[src/common/masterPkg.sv]
package masterPkg;

    ////////////////////////////////////////////////////////////
    // bus constants
    ////////////////////////////////////////////////////////////

    localparam int dataWidth = 8;
    localparam logic [dataWidth-1:0] seedWord = 8'h0A;   // loaded on start
    localparam logic [2:0] slaveId = 3'b100;             // only slave on the bus
    localparam logic [2:0] startBits = 3'b111;           // frame and request preamble

    localparam int controlLen = 7;   // start bits, slave id, r/w
    localparam int reqLen = 6;
    // three ones, top two id bits, trailing zero
    localparam logic [reqLen-1:0] reqPattern = {startBits, slaveId[2:1], 1'b0};

    // stands in for clock frequency times seconds
    localparam int displayCycles = 24;
    localparam int ackGap = 4;       // idle cycles after the acknowledge

    // counter widths
    localparam int linkCntWidth = 3;  // covers reqLen-1 and ackGap+1
    localparam int shiftCntWidth = $clog2(controlLen + dataWidth);
    localparam int dispCntWidth = $clog2(displayCycles);

    ////////////////////////////////////////////////////////////
    // state encodings and transfer structs
    ////////////////////////////////////////////////////////////

    typedef enum logic [2:0] {sIdle, sRead, sDisplay, sWrite, sEndCom} sessionState;
    typedef enum logic [2:0] {cIdle, cArbitrate, cFrame, cData, cRelease} commState;
    typedef enum logic [2:0] {lIdle, lRequest, lWaitGrant, lAck, lRelease} linkState;

    typedef struct packed {
        logic valid;
        logic write;                  // 1 = write, 0 = read
        logic [dataWidth-1:0] data;
    } xferReq;

    typedef struct packed {
        logic valid;                  // one-cycle pulse at the end
        logic [dataWidth-1:0] data;
    } xferRsp;

endpackage

[src/busTransfer/arbiterLink.sv]
`timescale 1ns/1ps

module arbiterLink import masterPkg::*; (
    input  logic clk,
    input  logic rstN,
    input  logic arbCont,
    input  logic linkGo,
    input  logic linkRelease,
    output logic busFree,
    output logic linkDone,
    output logic arbSend
);

    linkState state;
    logic [1:0] arbSync;                 // two-flop synchronizer
    logic [linkCntWidth-1:0] cnt;        // shared by all three sequences
    logic [reqLen-1:0] reqShift;
    logic granted;

    assign granted = &arbSync;           // high on two consecutive samples
    assign busFree = ~arbSync[1];

    always_ff @(posedge clk or negedge rstN) begin
        if (!rstN) begin
            state    <= lIdle;
            arbSync  <= '0;
            cnt      <= '0;
            reqShift <= '0;
            linkDone <= 1'b0;
            arbSend  <= 1'b0;
        end else begin
            arbSync  <= {arbSync[0], arbCont};
            linkDone <= 1'b0;
            case (state)
                lIdle: begin
                    // arbSend keeps its level between sequences
                    if (linkGo) begin
                        reqShift <= reqPattern;
                        cnt      <= '0;
                        state    <= lRequest;
                    end else if (linkRelease) begin
                        cnt   <= '0;
                        state <= lRelease;
                    end
                end
                lRequest: begin
                    arbSend  <= reqShift[reqLen-1];    // MSB first
                    reqShift <= reqShift << 1;
                    cnt      <= cnt + 1'b1;
                    if (cnt == linkCntWidth'(reqLen - 1)) begin
                        state <= lWaitGrant;
                    end
                end
                lWaitGrant: begin
                    if (granted) begin
                        arbSend <= 1'b1;    // first ack bit
                        cnt     <= '0;
                        state   <= lAck;
                    end
                end
                lAck: begin
                    // 0 then 1, then stay high for the gap
                    arbSend <= (cnt != '0);
                    cnt     <= cnt + 1'b1;
                    if (cnt == linkCntWidth'(ackGap + 1)) begin
                        linkDone <= 1'b1;
                        state    <= lIdle;
                    end
                end
                lRelease: begin
                    arbSend <= (cnt == linkCntWidth'(1)) || (cnt == linkCntWidth'(2));
                    cnt     <= cnt + 1'b1;
                    if (cnt == linkCntWidth'(3)) begin    // 0, 1, 1, then low
                        linkDone <= 1'b1;
                        state    <= lIdle;
                    end
                end
                default: state <= lIdle;
            endcase
        end
    end

endmodule

[src/busTransfer/busTransfer.sv]
`timescale 1ns/1ps

module busTransfer import masterPkg::*; (
    input  logic   clk,
    input  logic   rstN,
    input  xferReq req,
    input  logic   arbCont,
    input  logic   rD,
    input  logic   ready,
    output logic   xferReady,
    output xferRsp rsp,
    output logic   arbSend,
    output logic   control,
    output logic   wrD,
    output logic   valid
);

    commState state;
    logic writeReg;                  // direction of the transaction in flight
    logic [dataWidth-1:0] wordReg;
    logic accept;
    logic rspValid;

    // link handshake
    logic busFree;
    logic linkGo;
    logic linkRelease;
    logic linkDone;

    // shifter handshake
    logic shiftGo;
    logic shiftDone;
    logic [dataWidth-1:0] shiftDataOut;

    assign xferReady = (state == cIdle) && busFree;
    assign accept    = req.valid && xferReady;
    assign rsp.valid = rspValid;
    assign rsp.data  = wordReg;

    ////////////////////////////////////////////////////////////
    // transaction sequencer
    ////////////////////////////////////////////////////////////

    always_ff @(posedge clk or negedge rstN) begin
        if (!rstN) begin
            state       <= cIdle;
            writeReg    <= 1'b0;
            linkGo      <= 1'b0;
            linkRelease <= 1'b0;
            shiftGo     <= 1'b0;
            rspValid    <= 1'b0;
        end else begin
            linkGo      <= 1'b0;   // all strobes are single pulses
            linkRelease <= 1'b0;
            shiftGo     <= 1'b0;
            rspValid    <= 1'b0;
            case (state)
                cIdle: begin
                    if (accept) begin
                        writeReg <= req.write;
                        linkGo   <= 1'b1;
                        state    <= cArbitrate;
                    end
                end
                cArbitrate: begin
                    if (linkDone) begin    // grant acknowledged
                        shiftGo <= 1'b1;
                        state   <= cFrame;
                    end
                end
                cFrame: state <= cData;    // shifter has taken the job
                cData: begin
                    if (shiftDone) begin
                        linkRelease <= 1'b1;
                        state       <= cRelease;
                    end
                end
                cRelease: begin
                    if (linkDone) begin
                        rspValid <= 1'b1;
                        state    <= cIdle;
                    end
                end
                default: state <= cIdle;
            endcase
        end
    end

    // word captured on accept, replaced by the shifter result
    always_ff @(posedge clk) begin
        if (accept) begin
            wordReg <= req.data;
        end else if (shiftDone) begin
            wordReg <= shiftDataOut;
        end
    end

    arbiterLink arbiterLink_i (
        .clk         (clk),
        .rstN        (rstN),
        .arbCont     (arbCont),
        .linkGo      (linkGo),
        .linkRelease (linkRelease),
        .busFree     (busFree),
        .linkDone    (linkDone),
        .arbSend     (arbSend)
    );

    frameShifter frameShifter_i (
        .clk          (clk),
        .rstN         (rstN),
        .shiftGo      (shiftGo),
        .shiftWrite   (writeReg),
        .shiftData    (wordReg),
        .rD           (rD),
        .ready        (ready),
        .shiftDone    (shiftDone),
        .shiftDataOut (shiftDataOut),
        .control      (control),
        .wrD          (wrD),
        .valid        (valid)
    );

endmodule

[src/busTransfer/frameShifter.sv]
`timescale 1ns/1ps

module frameShifter import masterPkg::*; (
    input  logic                 clk,
    input  logic                 rstN,
    input  logic                 shiftGo,
    input  logic                 shiftWrite,
    input  logic [dataWidth-1:0] shiftData,
    input  logic                 rD,
    input  logic                 ready,
    output logic                 shiftDone,
    output logic [dataWidth-1:0] shiftDataOut,
    output logic                 control,
    output logic                 wrD,
    output logic                 valid
);

    logic busy;
    logic isWrite;
    logic [controlLen-1:0] frame;
    logic [dataWidth-1:0] data;
    logic [shiftCntWidth-1:0] cnt;       // frame bits first, then data bits
    logic inFrame;
    logic lastBit;
    logic step;                          // data bit moves this cycle
    logic nextBit;

    assign inFrame = cnt < shiftCntWidth'(controlLen);
    assign lastBit = cnt == shiftCntWidth'(controlLen + dataWidth - 1);
    assign step    = busy && !inFrame && (isWrite || ready);
    // a write rotates, so the word is intact after the last bit
    assign nextBit = isWrite ? data[dataWidth-1] : rD;
    assign shiftDataOut = data;

    always_ff @(posedge clk or negedge rstN) begin
        if (!rstN) begin
            busy      <= 1'b0;
            isWrite   <= 1'b0;
            cnt       <= '0;
            shiftDone <= 1'b0;
            control   <= 1'b0;
            wrD       <= 1'b0;
            valid     <= 1'b0;
        end else begin
            control   <= 1'b0;
            valid     <= 1'b0;
            shiftDone <= 1'b0;
            if (shiftGo) begin
                busy    <= 1'b1;
                isWrite <= shiftWrite;
                cnt     <= '0;
            end else if (busy && inFrame) begin
                control <= frame[controlLen-1];   // MSB first
                cnt     <= cnt + 1'b1;
            end else if (step) begin
                if (isWrite) begin
                    valid <= 1'b1;
                    wrD   <= data[dataWidth-1];
                end
                cnt <= cnt + 1'b1;
                if (lastBit) begin
                    busy      <= 1'b0;
                    shiftDone <= 1'b1;
                end
            end
        end
    end

    // frame and data shift registers
    always_ff @(posedge clk) begin
        if (shiftGo) begin
            frame <= {startBits, slaveId, shiftWrite};
            data  <= shiftData;
        end else if (busy && inFrame) begin
            frame <= frame << 1;
        end else if (step) begin
            data <= {data[dataWidth-2:0], nextBit};
        end
    end

endmodule

[src/rtl/masterExternal.sv]
`timescale 1ns/1ps

module masterExternal import masterPkg::*; (
    input  logic                 clk,
    input  logic                 rstN,
    input  logic                 start,
    input  logic                 eoc,
    input  logic                 rD,
    input  logic                 ready,
    input  logic                 arbCont,
    output logic                 doneCom,
    output logic                 disData,
    output logic                 control,
    output logic                 wrD,
    output logic                 valid,
    output logic                 arbSend,
    output logic [dataWidth-1:0] dataOut
);

    xferReq sessReq;     // session -> transfer
    xferRsp sessRsp;     // transfer -> session
    logic   xferReady;

    sessionControl sessionControl_i (
        .clk       (clk),
        .rstN      (rstN),
        .start     (start),
        .eoc       (eoc),
        .xferReady (xferReady),
        .rsp       (sessRsp),
        .req       (sessReq),
        .dataOut   (dataOut),
        .disData   (disData),
        .doneCom   (doneCom)
    );

    busTransfer busTransfer_i (
        .clk       (clk),
        .rstN      (rstN),
        .req       (sessReq),
        .arbCont   (arbCont),
        .rD        (rD),
        .ready     (ready),
        .xferReady (xferReady),
        .rsp       (sessRsp),
        .arbSend   (arbSend),
        .control   (control),
        .wrD       (wrD),
        .valid     (valid)
    );

endmodule

[src/rtl/sessionControl.sv]
`timescale 1ns/1ps

module sessionControl import masterPkg::*; (
    input  logic                 clk,
    input  logic                 rstN,
    input  logic                 start,
    input  logic                 eoc,
    input  logic                 xferReady,
    input  xferRsp               rsp,
    output xferReq               req,
    output logic [dataWidth-1:0] dataOut,
    output logic                 disData,
    output logic                 doneCom
);

    sessionState state;
    logic [dataWidth-1:0] wordReg;       // last word read or seeded
    logic [dispCntWidth-1:0] dispCnt;    // display hold timer
    logic reqValid;
    logic reqWrite;

    assign req.valid = reqValid;
    assign req.write = reqWrite;
    assign req.data  = wordReg;

    // word stays on the display outputs, also after end of communication
    assign dataOut = wordReg;
    assign disData = (state == sDisplay);
    assign doneCom = (state == sEndCom);

    ////////////////////////////////////////////////////////////
    // session FSM
    ////////////////////////////////////////////////////////////

    always_ff @(posedge clk or negedge rstN) begin
        if (!rstN) begin
            state    <= sIdle;
            wordReg  <= '0;
            dispCnt  <= '0;
            reqValid <= 1'b0;
            reqWrite <= 1'b0;
        end else begin
            case (state)
                sIdle: begin
                    if (start && !eoc) begin
                        wordReg <= seedWord;
                        state   <= sDisplay;
                    end else if (eoc) begin
                        state <= sEndCom;
                    end else begin
                        reqValid <= 1'b1;    // default loop starts with a read
                        reqWrite <= 1'b0;
                        state    <= sRead;
                    end
                end
                sRead: begin
                    if (reqValid) begin
                        if (xferReady) begin
                            reqValid <= 1'b0;        // taken, wait for the word
                        end else if (start) begin
                            reqValid <= 1'b0;
                            wordReg  <= seedWord;    // seed replaces the pending read
                            state    <= sDisplay;
                        end else if (eoc) begin
                            reqValid <= 1'b0;
                            state    <= sEndCom;
                        end
                    end else if (rsp.valid) begin
                        wordReg <= rsp.data;
                        state   <= sDisplay;
                    end
                end
                sDisplay: begin
                    if (dispCnt == dispCntWidth'(displayCycles - 1)) begin
                        dispCnt  <= '0;
                        reqValid <= 1'b1;    // write the shown word back
                        reqWrite <= 1'b1;
                        state    <= sWrite;
                    end else begin
                        dispCnt <= dispCnt + 1'b1;
                    end
                end
                sWrite: begin
                    if (reqValid) begin
                        if (xferReady) begin
                            reqValid <= 1'b0;
                        end else if (eoc) begin
                            reqValid <= 1'b0;
                            state    <= sEndCom;
                        end
                    end else if (rsp.valid) begin
                        reqValid <= 1'b1;    // back to reading
                        reqWrite <= 1'b0;
                        state    <= sRead;
                    end
                end
                sEndCom: state <= sEndCom;   // only reset leaves
                default: state <= sIdle;
            endcase
        end
    end

endmodule

[config.mk]
export PLATFORM = sky130hd
export DESIGN_NAME = masterExternal
export DESIGN_NICKNAME = d
export VERILOG_FILES = /design/src/common/masterPkg.sv /design/src/busTransfer/arbiterLink.sv /design/src/busTransfer/busTransfer.sv /design/src/busTransfer/frameShifter.sv /design/src/rtl/masterExternal.sv /design/src/rtl/sessionControl.sv
export SDC_FILE = /design/constraint.sdc
export NUM_CORES = 1
export LEC_CHECK = 0
export BUFFER_PORTS_ARGS = -buffer_cell sky130_fd_sc_hd__buf_4
export CORE_MARGIN = 5
export CORE_UTILIZATION = 55
export CTS_CLUSTER_DIAMETER = 40
export DETAILED_ROUTE_END_ITERATION = 6
export GPL_TIMING_DRIVEN = 0
export PLACE_DENSITY = 0.83
export SETUP_SLACK_MARGIN = 0.1
export SLEW_MARGIN = 20
export SYNTH_ARGS = -nofsm -noshare
export SYNTH_HDL_FRONTEND = slang
export SYNTH_SLANG_ARGS = --single-unit
export TNS_END_PERCENT = 30
[constraint.sdc]
create_clock -name clk -period 3.8 [get_ports clk]
set_input_delay 0.19 -clock clk [delete_from_list [all_inputs] [get_ports clk]]
set_output_delay 0.19 -clock clk [all_outputs]
set_load 0.05 [all_outputs]
# Yosys cells after proc, flatten, opt, wreduce, memory -nomap -nowiden
# Cells that the tools add are included.
# word_totals
regBits	75
latch_bits	0
ram_bits	0
rom_bits	0
input_bits	7
out_inout_bits	14
word_cells	205
mem_count	0
# classes
n_addsub	3
multipliers	0
n_div	0
magnitude_cmp	1
n_eq_ne	40
shifts	0
n_mux	90
bitwise	3
reduce_logical	40
# ops
operator	count
8-bit two-way mux	10
3-bit two-way mux	24
3-bit one-hot mux with 5 select lines	3
1-bit two-way mux	41
3-bit by 2-bit == test with 1-bit output, second input constant	8
2-bit inequality test, second input constant	10
8-bit one-hot mux with 2 select lines	1
5-bit AND reduction	3
3-bit by 1-bit == test with 1-bit output, second input constant	4
3-bit == test, second input constant	4
4-bit two-way mux	3
2-bit by 1-bit inequality test with 1-bit output, second input constant	6
6-bit one-hot mux with 2 select lines	1
4-bit AND reduction	3
2-bit nonzero test	6
3-bit nonzero test	4
2-bit AND reduction	5
3-bit zero test	3
3-bit by 1-bit inequality test with 1-bit output, second input constant	3
3-bit inequality test, second input constant	3
3-bit one-hot mux with 3 select lines	1
1-bit one-hot mux with 4 select lines	2
4-bit nonzero test	2
1-bit logical AND	6
other kinds (16)	21

# Longest topological paths before layout
# depth
ltp_word	7
depth_mapped	6
mapped_depth_nobuf	6

# Modules after synthesis
# Synthesis repeated with hierarchy kept, for this count alone.
# hier_totals
cells_unflattened	315
area_unflattened_um2	3627.2
# by_module_without_submodules
module	n_inst	cells_per_inst	area_each_um2	seq_area_each_um2
frameShifter	1	87	1103.6	640.6
sessionControl	1	107	1059.8	450.4
arbiterLink	1	75	767.0	350.3
busTransfer	1	46	696.9	440.4

# Worst setup path after synthesis
# Ideal clock, no wire load.
# synth_path
path_kind	register -> register
start	register sessionControl_i.state[1]
end	register sessionControl_i.dispCnt[3]
setup_ns	0.125
arrival_time_ns	1.561
required_time_ns	3.675
setup_slack_ns	2.114
stages_incl_launch_ff	6
path_buffers	1
period_less_slack_ns	1.686
path_cell_list	dfrtp_1 > buf_4 > inv_2 > nor3_4 > nand4_1 > mux2_2
# synth_between
elab_chain_cells	1
# synth_lines
element	line	text
start: declaration	sessionControl.sv:16	sessionState state;
start signal: assignment	sessionControl.sv:37	state <= sIdle;
start signal: assignment	sessionControl.sv:47	state <= sDisplay;
start signal: assignment	sessionControl.sv:49	state <= sEndCom;
3-bit by 2-bit == test with 1-bit output	--	
via disData	masterExternal.sv:12	output logic disData,
end signal: assignment	sessionControl.sv:80	dispCnt <= dispCnt + 1'b1;
end: declaration	sessionControl.sv:18	logic [dispCntWidth-1:0] dispCnt;
# The timed path passes the listed nets, and every way through them passes these cells.
# A chain may end at the register's enable or synchronous reset.

# Worst setup path after layout
# layout_path
start	register busTransfer_i.frameShifter_i.busy
end	register busTransfer_i.frameShifter_i.data[3], in the netlist busTransfer_i.frameShifter_i.shiftDataOut[3] (enable)
# layout_between
elab_chain_cells	4
elab_cells_between_ends	6
classes_between	eq/ne (1); reduce/logical (5)
# layout_lines
element	line	text
start: declaration	frameShifter.sv:18	logic busy;
start signal: assignment	frameShifter.sv:37	busy <= 1'b0;
start signal: assignment	frameShifter.sv:49	busy <= 1'b1;
start signal: assignment	frameShifter.sv:62	busy <= 1'b0;
1-bit logical AND (2 in a row)	frameShifter.sv:30	assign step = busy && !inFrame && (isWrite || ready);
2-bit nonzero test (no line)	--	
2-bit AND reduction (no line) *	--	
end signal: assignment	frameShifter.sv:73	data <= shiftData;
end signal: assignment	frameShifter.sv:77	data <= {data[dataWidth-2:0], nextBit};
end: declaration	frameShifter.sv:21	logic [dataWidth-1:0] data;
# Mark *: on every way between the ends. The rest lies on a longest branch, timed or not.

==> metrics.csv <==
stage;metric;value;unit
layout;final instance area;3910;um2
die;Die Y;89.0;um
run;number of max-cap violations;0;
layout;layout cells sized above 1;22.1;%
placed_design;IO Port Bufs;20;
layout;most common cell after layout, fill and taps aside;dfrtp_1;
clock_network;TritonCTS clock tree;built;
detailed_routing;Remaining DRCs;0;
yosys;sequential fraction of the synthesis area;54.8;%
critical_path;critical path class;reg -> reg;
sta;Final Hold Fails;0;
clock_network;clock net sink count;73;
placed_design;Place WS;1.83;ns
sta;Pins Over Slew Limit;0;
sta;total negative setup slack;0;ns
detailed_routing;vias per std cell;5.85;
die;Row Count;28;
yosys;Synth Net Count;307;
pwr;LEAKAGE;1.72;nW
die;io pins;21;
layout;Area growth, synth to finish;13.7;%
clock_network;H-Tree Depth;3;
global_routing;largest net degree at the start of global routing;51;
pwr;worst ir drop on vdd;0.522;mV
sta;f_max;503;MHz
layout;Final nets;340;
critical_path;CP cell instances;clkbuf_1 > o21ai_0 > o21bai_1;
sta;Final setup viols;0;
die;Die Span X;89.0;um
detailed_routing;post-route ant nets;0;
sta;fin worst setup slack;1.81;ns
yosys;Post-synth ARST share;68.5;%
sta;Slew @ Worst Pin;0.805;ns
sta;Layout Skew;0.00783;ns
pwr;P per Cell Area;647;nW/um2
placed_design;Detail Placement HPWL;4320;um
pwr;Overall Power;2.53;mW
die;die area;7930;um2
clock_network;cts repair resizes;0;
clock_network;CTS root buf;clkbuf_8;
global_routing;Total GRT Usage;18.8;%
sta;post-layout minimum cycle time;1.99;ns
outcome;status;finished, final reports clean;
critical_path;startpoint types;flop;
yosys;synth warn;0;
die;Core Area;5990;um2
critical_path;register-to-register setup slack;1.81;ns
critical_path;CP max stage cell;o21bai_1;
layout;most frequent cells in the layout;dfrtp_1, nand2_1, buf_4;
critical_path;Slowest Stage Delay on Critical Path;0.67;ns
critical_path;Worst Setup End Kind;flop;
global_routing;initial antenna violation count;0;
clock_network;deepest clock path buffer count;2;
yosys;post-synthesis register bit count;73;
detailed_routing;DRT iter0 DRCs;149;
placed_design;GP Congestion;0.922;
detailed_routing;drt first pass iters;4;
detailed_routing;via count;2369;
yosys;Post-Syn Area;3440;um2
global_routing;first-pass GRT wire length;11400;um
yosys;Netlist cell types;63;
critical_path;Critical Path AT;1.96;ns
global_routing;vias in the first global route;2410;
detailed_routing;WL/cell;16.1;um
layout;Antenna diodes;0;
clock_network;hold buffer count at cts;2;
yosys;ys flop type;dfrtp_1;
critical_path;Critical Path RT;3.77;ns
critical_path;crit-path max FO;10;
clock_network;CTS Buf Count;9;
yosys;Syn Inst Count;292;
placed_design;placed inst area;3680;um2
clock_network;clock-pin slew on the worst setup and hold paths;0.07;ns
clock_network;clk_lat worst skew;0.35;ns
sta;Rel. slew slack;46.2;%
yosys;Avg Inst Size Synth;11.8;um2
global_routing;Congestion Overflow GR;0;
die;initial core utilization;57.4;%
sta;period utilization;52.3;%
yosys;number of flops mapped to enable cells by yosys;17;
sta;RSZ-0062 raised after global routing;no;
clock_network;post-CTS setup buffers;0;
detailed_routing;final WL;6510;um
min_path;Hold Path Class;in -> reg;
==> where the power goes <==
part | internal, mW | leakage (nW) | switching (mW)
clock | 0.357 | 0.107 | 0.276
combinational | 0.324 | 0.776 | 0.393
sequential | 1.01 | 0.832 | 0.167
total | 1.69 | 1.72 | 0.836
==> per-stage QoR <==
step | instances | util (%) | hold WS, ns
after detailed placement | 387 | 61.4 | 0.260
after floorplan | 292 | - | -0.106
after global placement | 387 | 61.4 | 0.259
after global routing | 405 | 65.2 | 0.161
after CTS | 405 | 65.2 | 0.130
final | 405 | 65.2 | 0.146
==> worst max-delay path: cells and delay by family, from the launching register on <==
kind            cells  cell delay [ns]
compound gates      2             0.86
flops               1             0.42
buf+inv             1             0.33
==> synth_stat cells, drive strengths merged, types with 3 or more instances <==
cell | n | share of area, %
nor2b | 4 | 0.73
nor2 | 15 | 1.6
a221oi | 3 | 0.76
buf | 6 | 1.4
a22o | 6 | 1.5
nand3 | 4 | 0.58
mux2 | 21 | 7.8
a211o | 4 | 1.0
o21a | 3 | 0.66
dfxtp | 6 | 3.5
nor3 | 5 | 1.1
xnor2 | 3 | 0.76
inv | 15 | 1.6
mux2i | 3 | 0.87
ha | 8 | 2.9
or2 | 3 | 0.55
dfrtp | 50 | 36
o22a | 3 | 0.76
edfxtp | 17 | 15
nand2b | 6 | 1.1
nand2 | 23 | 2.6
clkbuf | 7 | 0.76
o21ai | 13 | 2.0
a21oi | 20 | 3.0
and3 | 7 | 1.3
==> state kept, by name, indices dropped and copies added (netlist names), 2 cells and up <==
name / flops
busTransfer_i.arbiterLink_i.arbSync: 2
busTransfer_i.arbiterLink_i.cnt: 3
busTransfer_i.arbiterLink_i.reqShift: 4
busTransfer_i.arbiterLink_i.state: 3
busTransfer_i.frameShifter_i.cnt: 4
busTransfer_i.frameShifter_i.frame: 7
busTransfer_i.frameShifter_i.shiftDataOut: 8
busTransfer_i.state: 3
busTransfer_i.wordReg: 8
sessionControl_i.dataOut: 8
sessionControl_i.dispCnt: 5
sessionControl_i.state: 3
==> metal layers <==
layer / vias up / routed length [um] / track usage, %
li1: 1131 / - / -
met1: 1188 / 2990 / 24.9
met2: 43 / 3150 / 28.7
met3: 7 / 259 / 5.44
met4: 0 / 101 / 8.66
met5: - / 0 / 0
==> cell type report <==
type | instances | area, um2
Sequential cell | 73 | 1880
Timing Repair Buffer | 22 | 170
Clock inverter | 2 | 35.0
Inverter | 15 | 56.3
Fill cell | 454 | 2080
Tap cell | 75 | 93.8
Multi-Input combinational cell | 191 | 1420
Buffer | 13 | 73.8
Clock buffer | 14 | 173
==> path summary, 6_finish.rpt <==
path | from | endpoint | cells after the start
max reg2reg | busTransfer_i.frameShifter_i.busy | busTransfer_i.frameShifter_i.shiftDataOut[3] | 3
min in group asynchronous | rstN | sessionControl_i.state[1] | 2
min reg2reg | busTransfer_i.arbiterLink_i.arbSync[0] | busTransfer_i.arbiterLink_i.arbSync[1] | 0
max | busTransfer_i.frameShifter_i.busy | busTransfer_i.frameShifter_i.shiftDataOut[3] | 3
max in group asynchronous | rstN | busTransfer_i.arbiterLink_i.reqShift[4] | 2
min | eoc | sessionControl_i.state[2] | 3
==> kinds of logic (layout without fill, tap and decap cells) <==
logic type                 after synthesis  count (layout)  synth area share [%]
muxes                                   24              24                  8.63
xor gates and xnor gates                 4               4                  1.02
adders and majority gates                8               8                  2.91
buffers and inverters                   28              66                  3.79
and+or+nand+nor                         85              85                  14.5
DFF                                     73              73                  54.8
AOI/OAI and AO/OA                       70              70                  14.4
(Power assumes the default switching activity.)
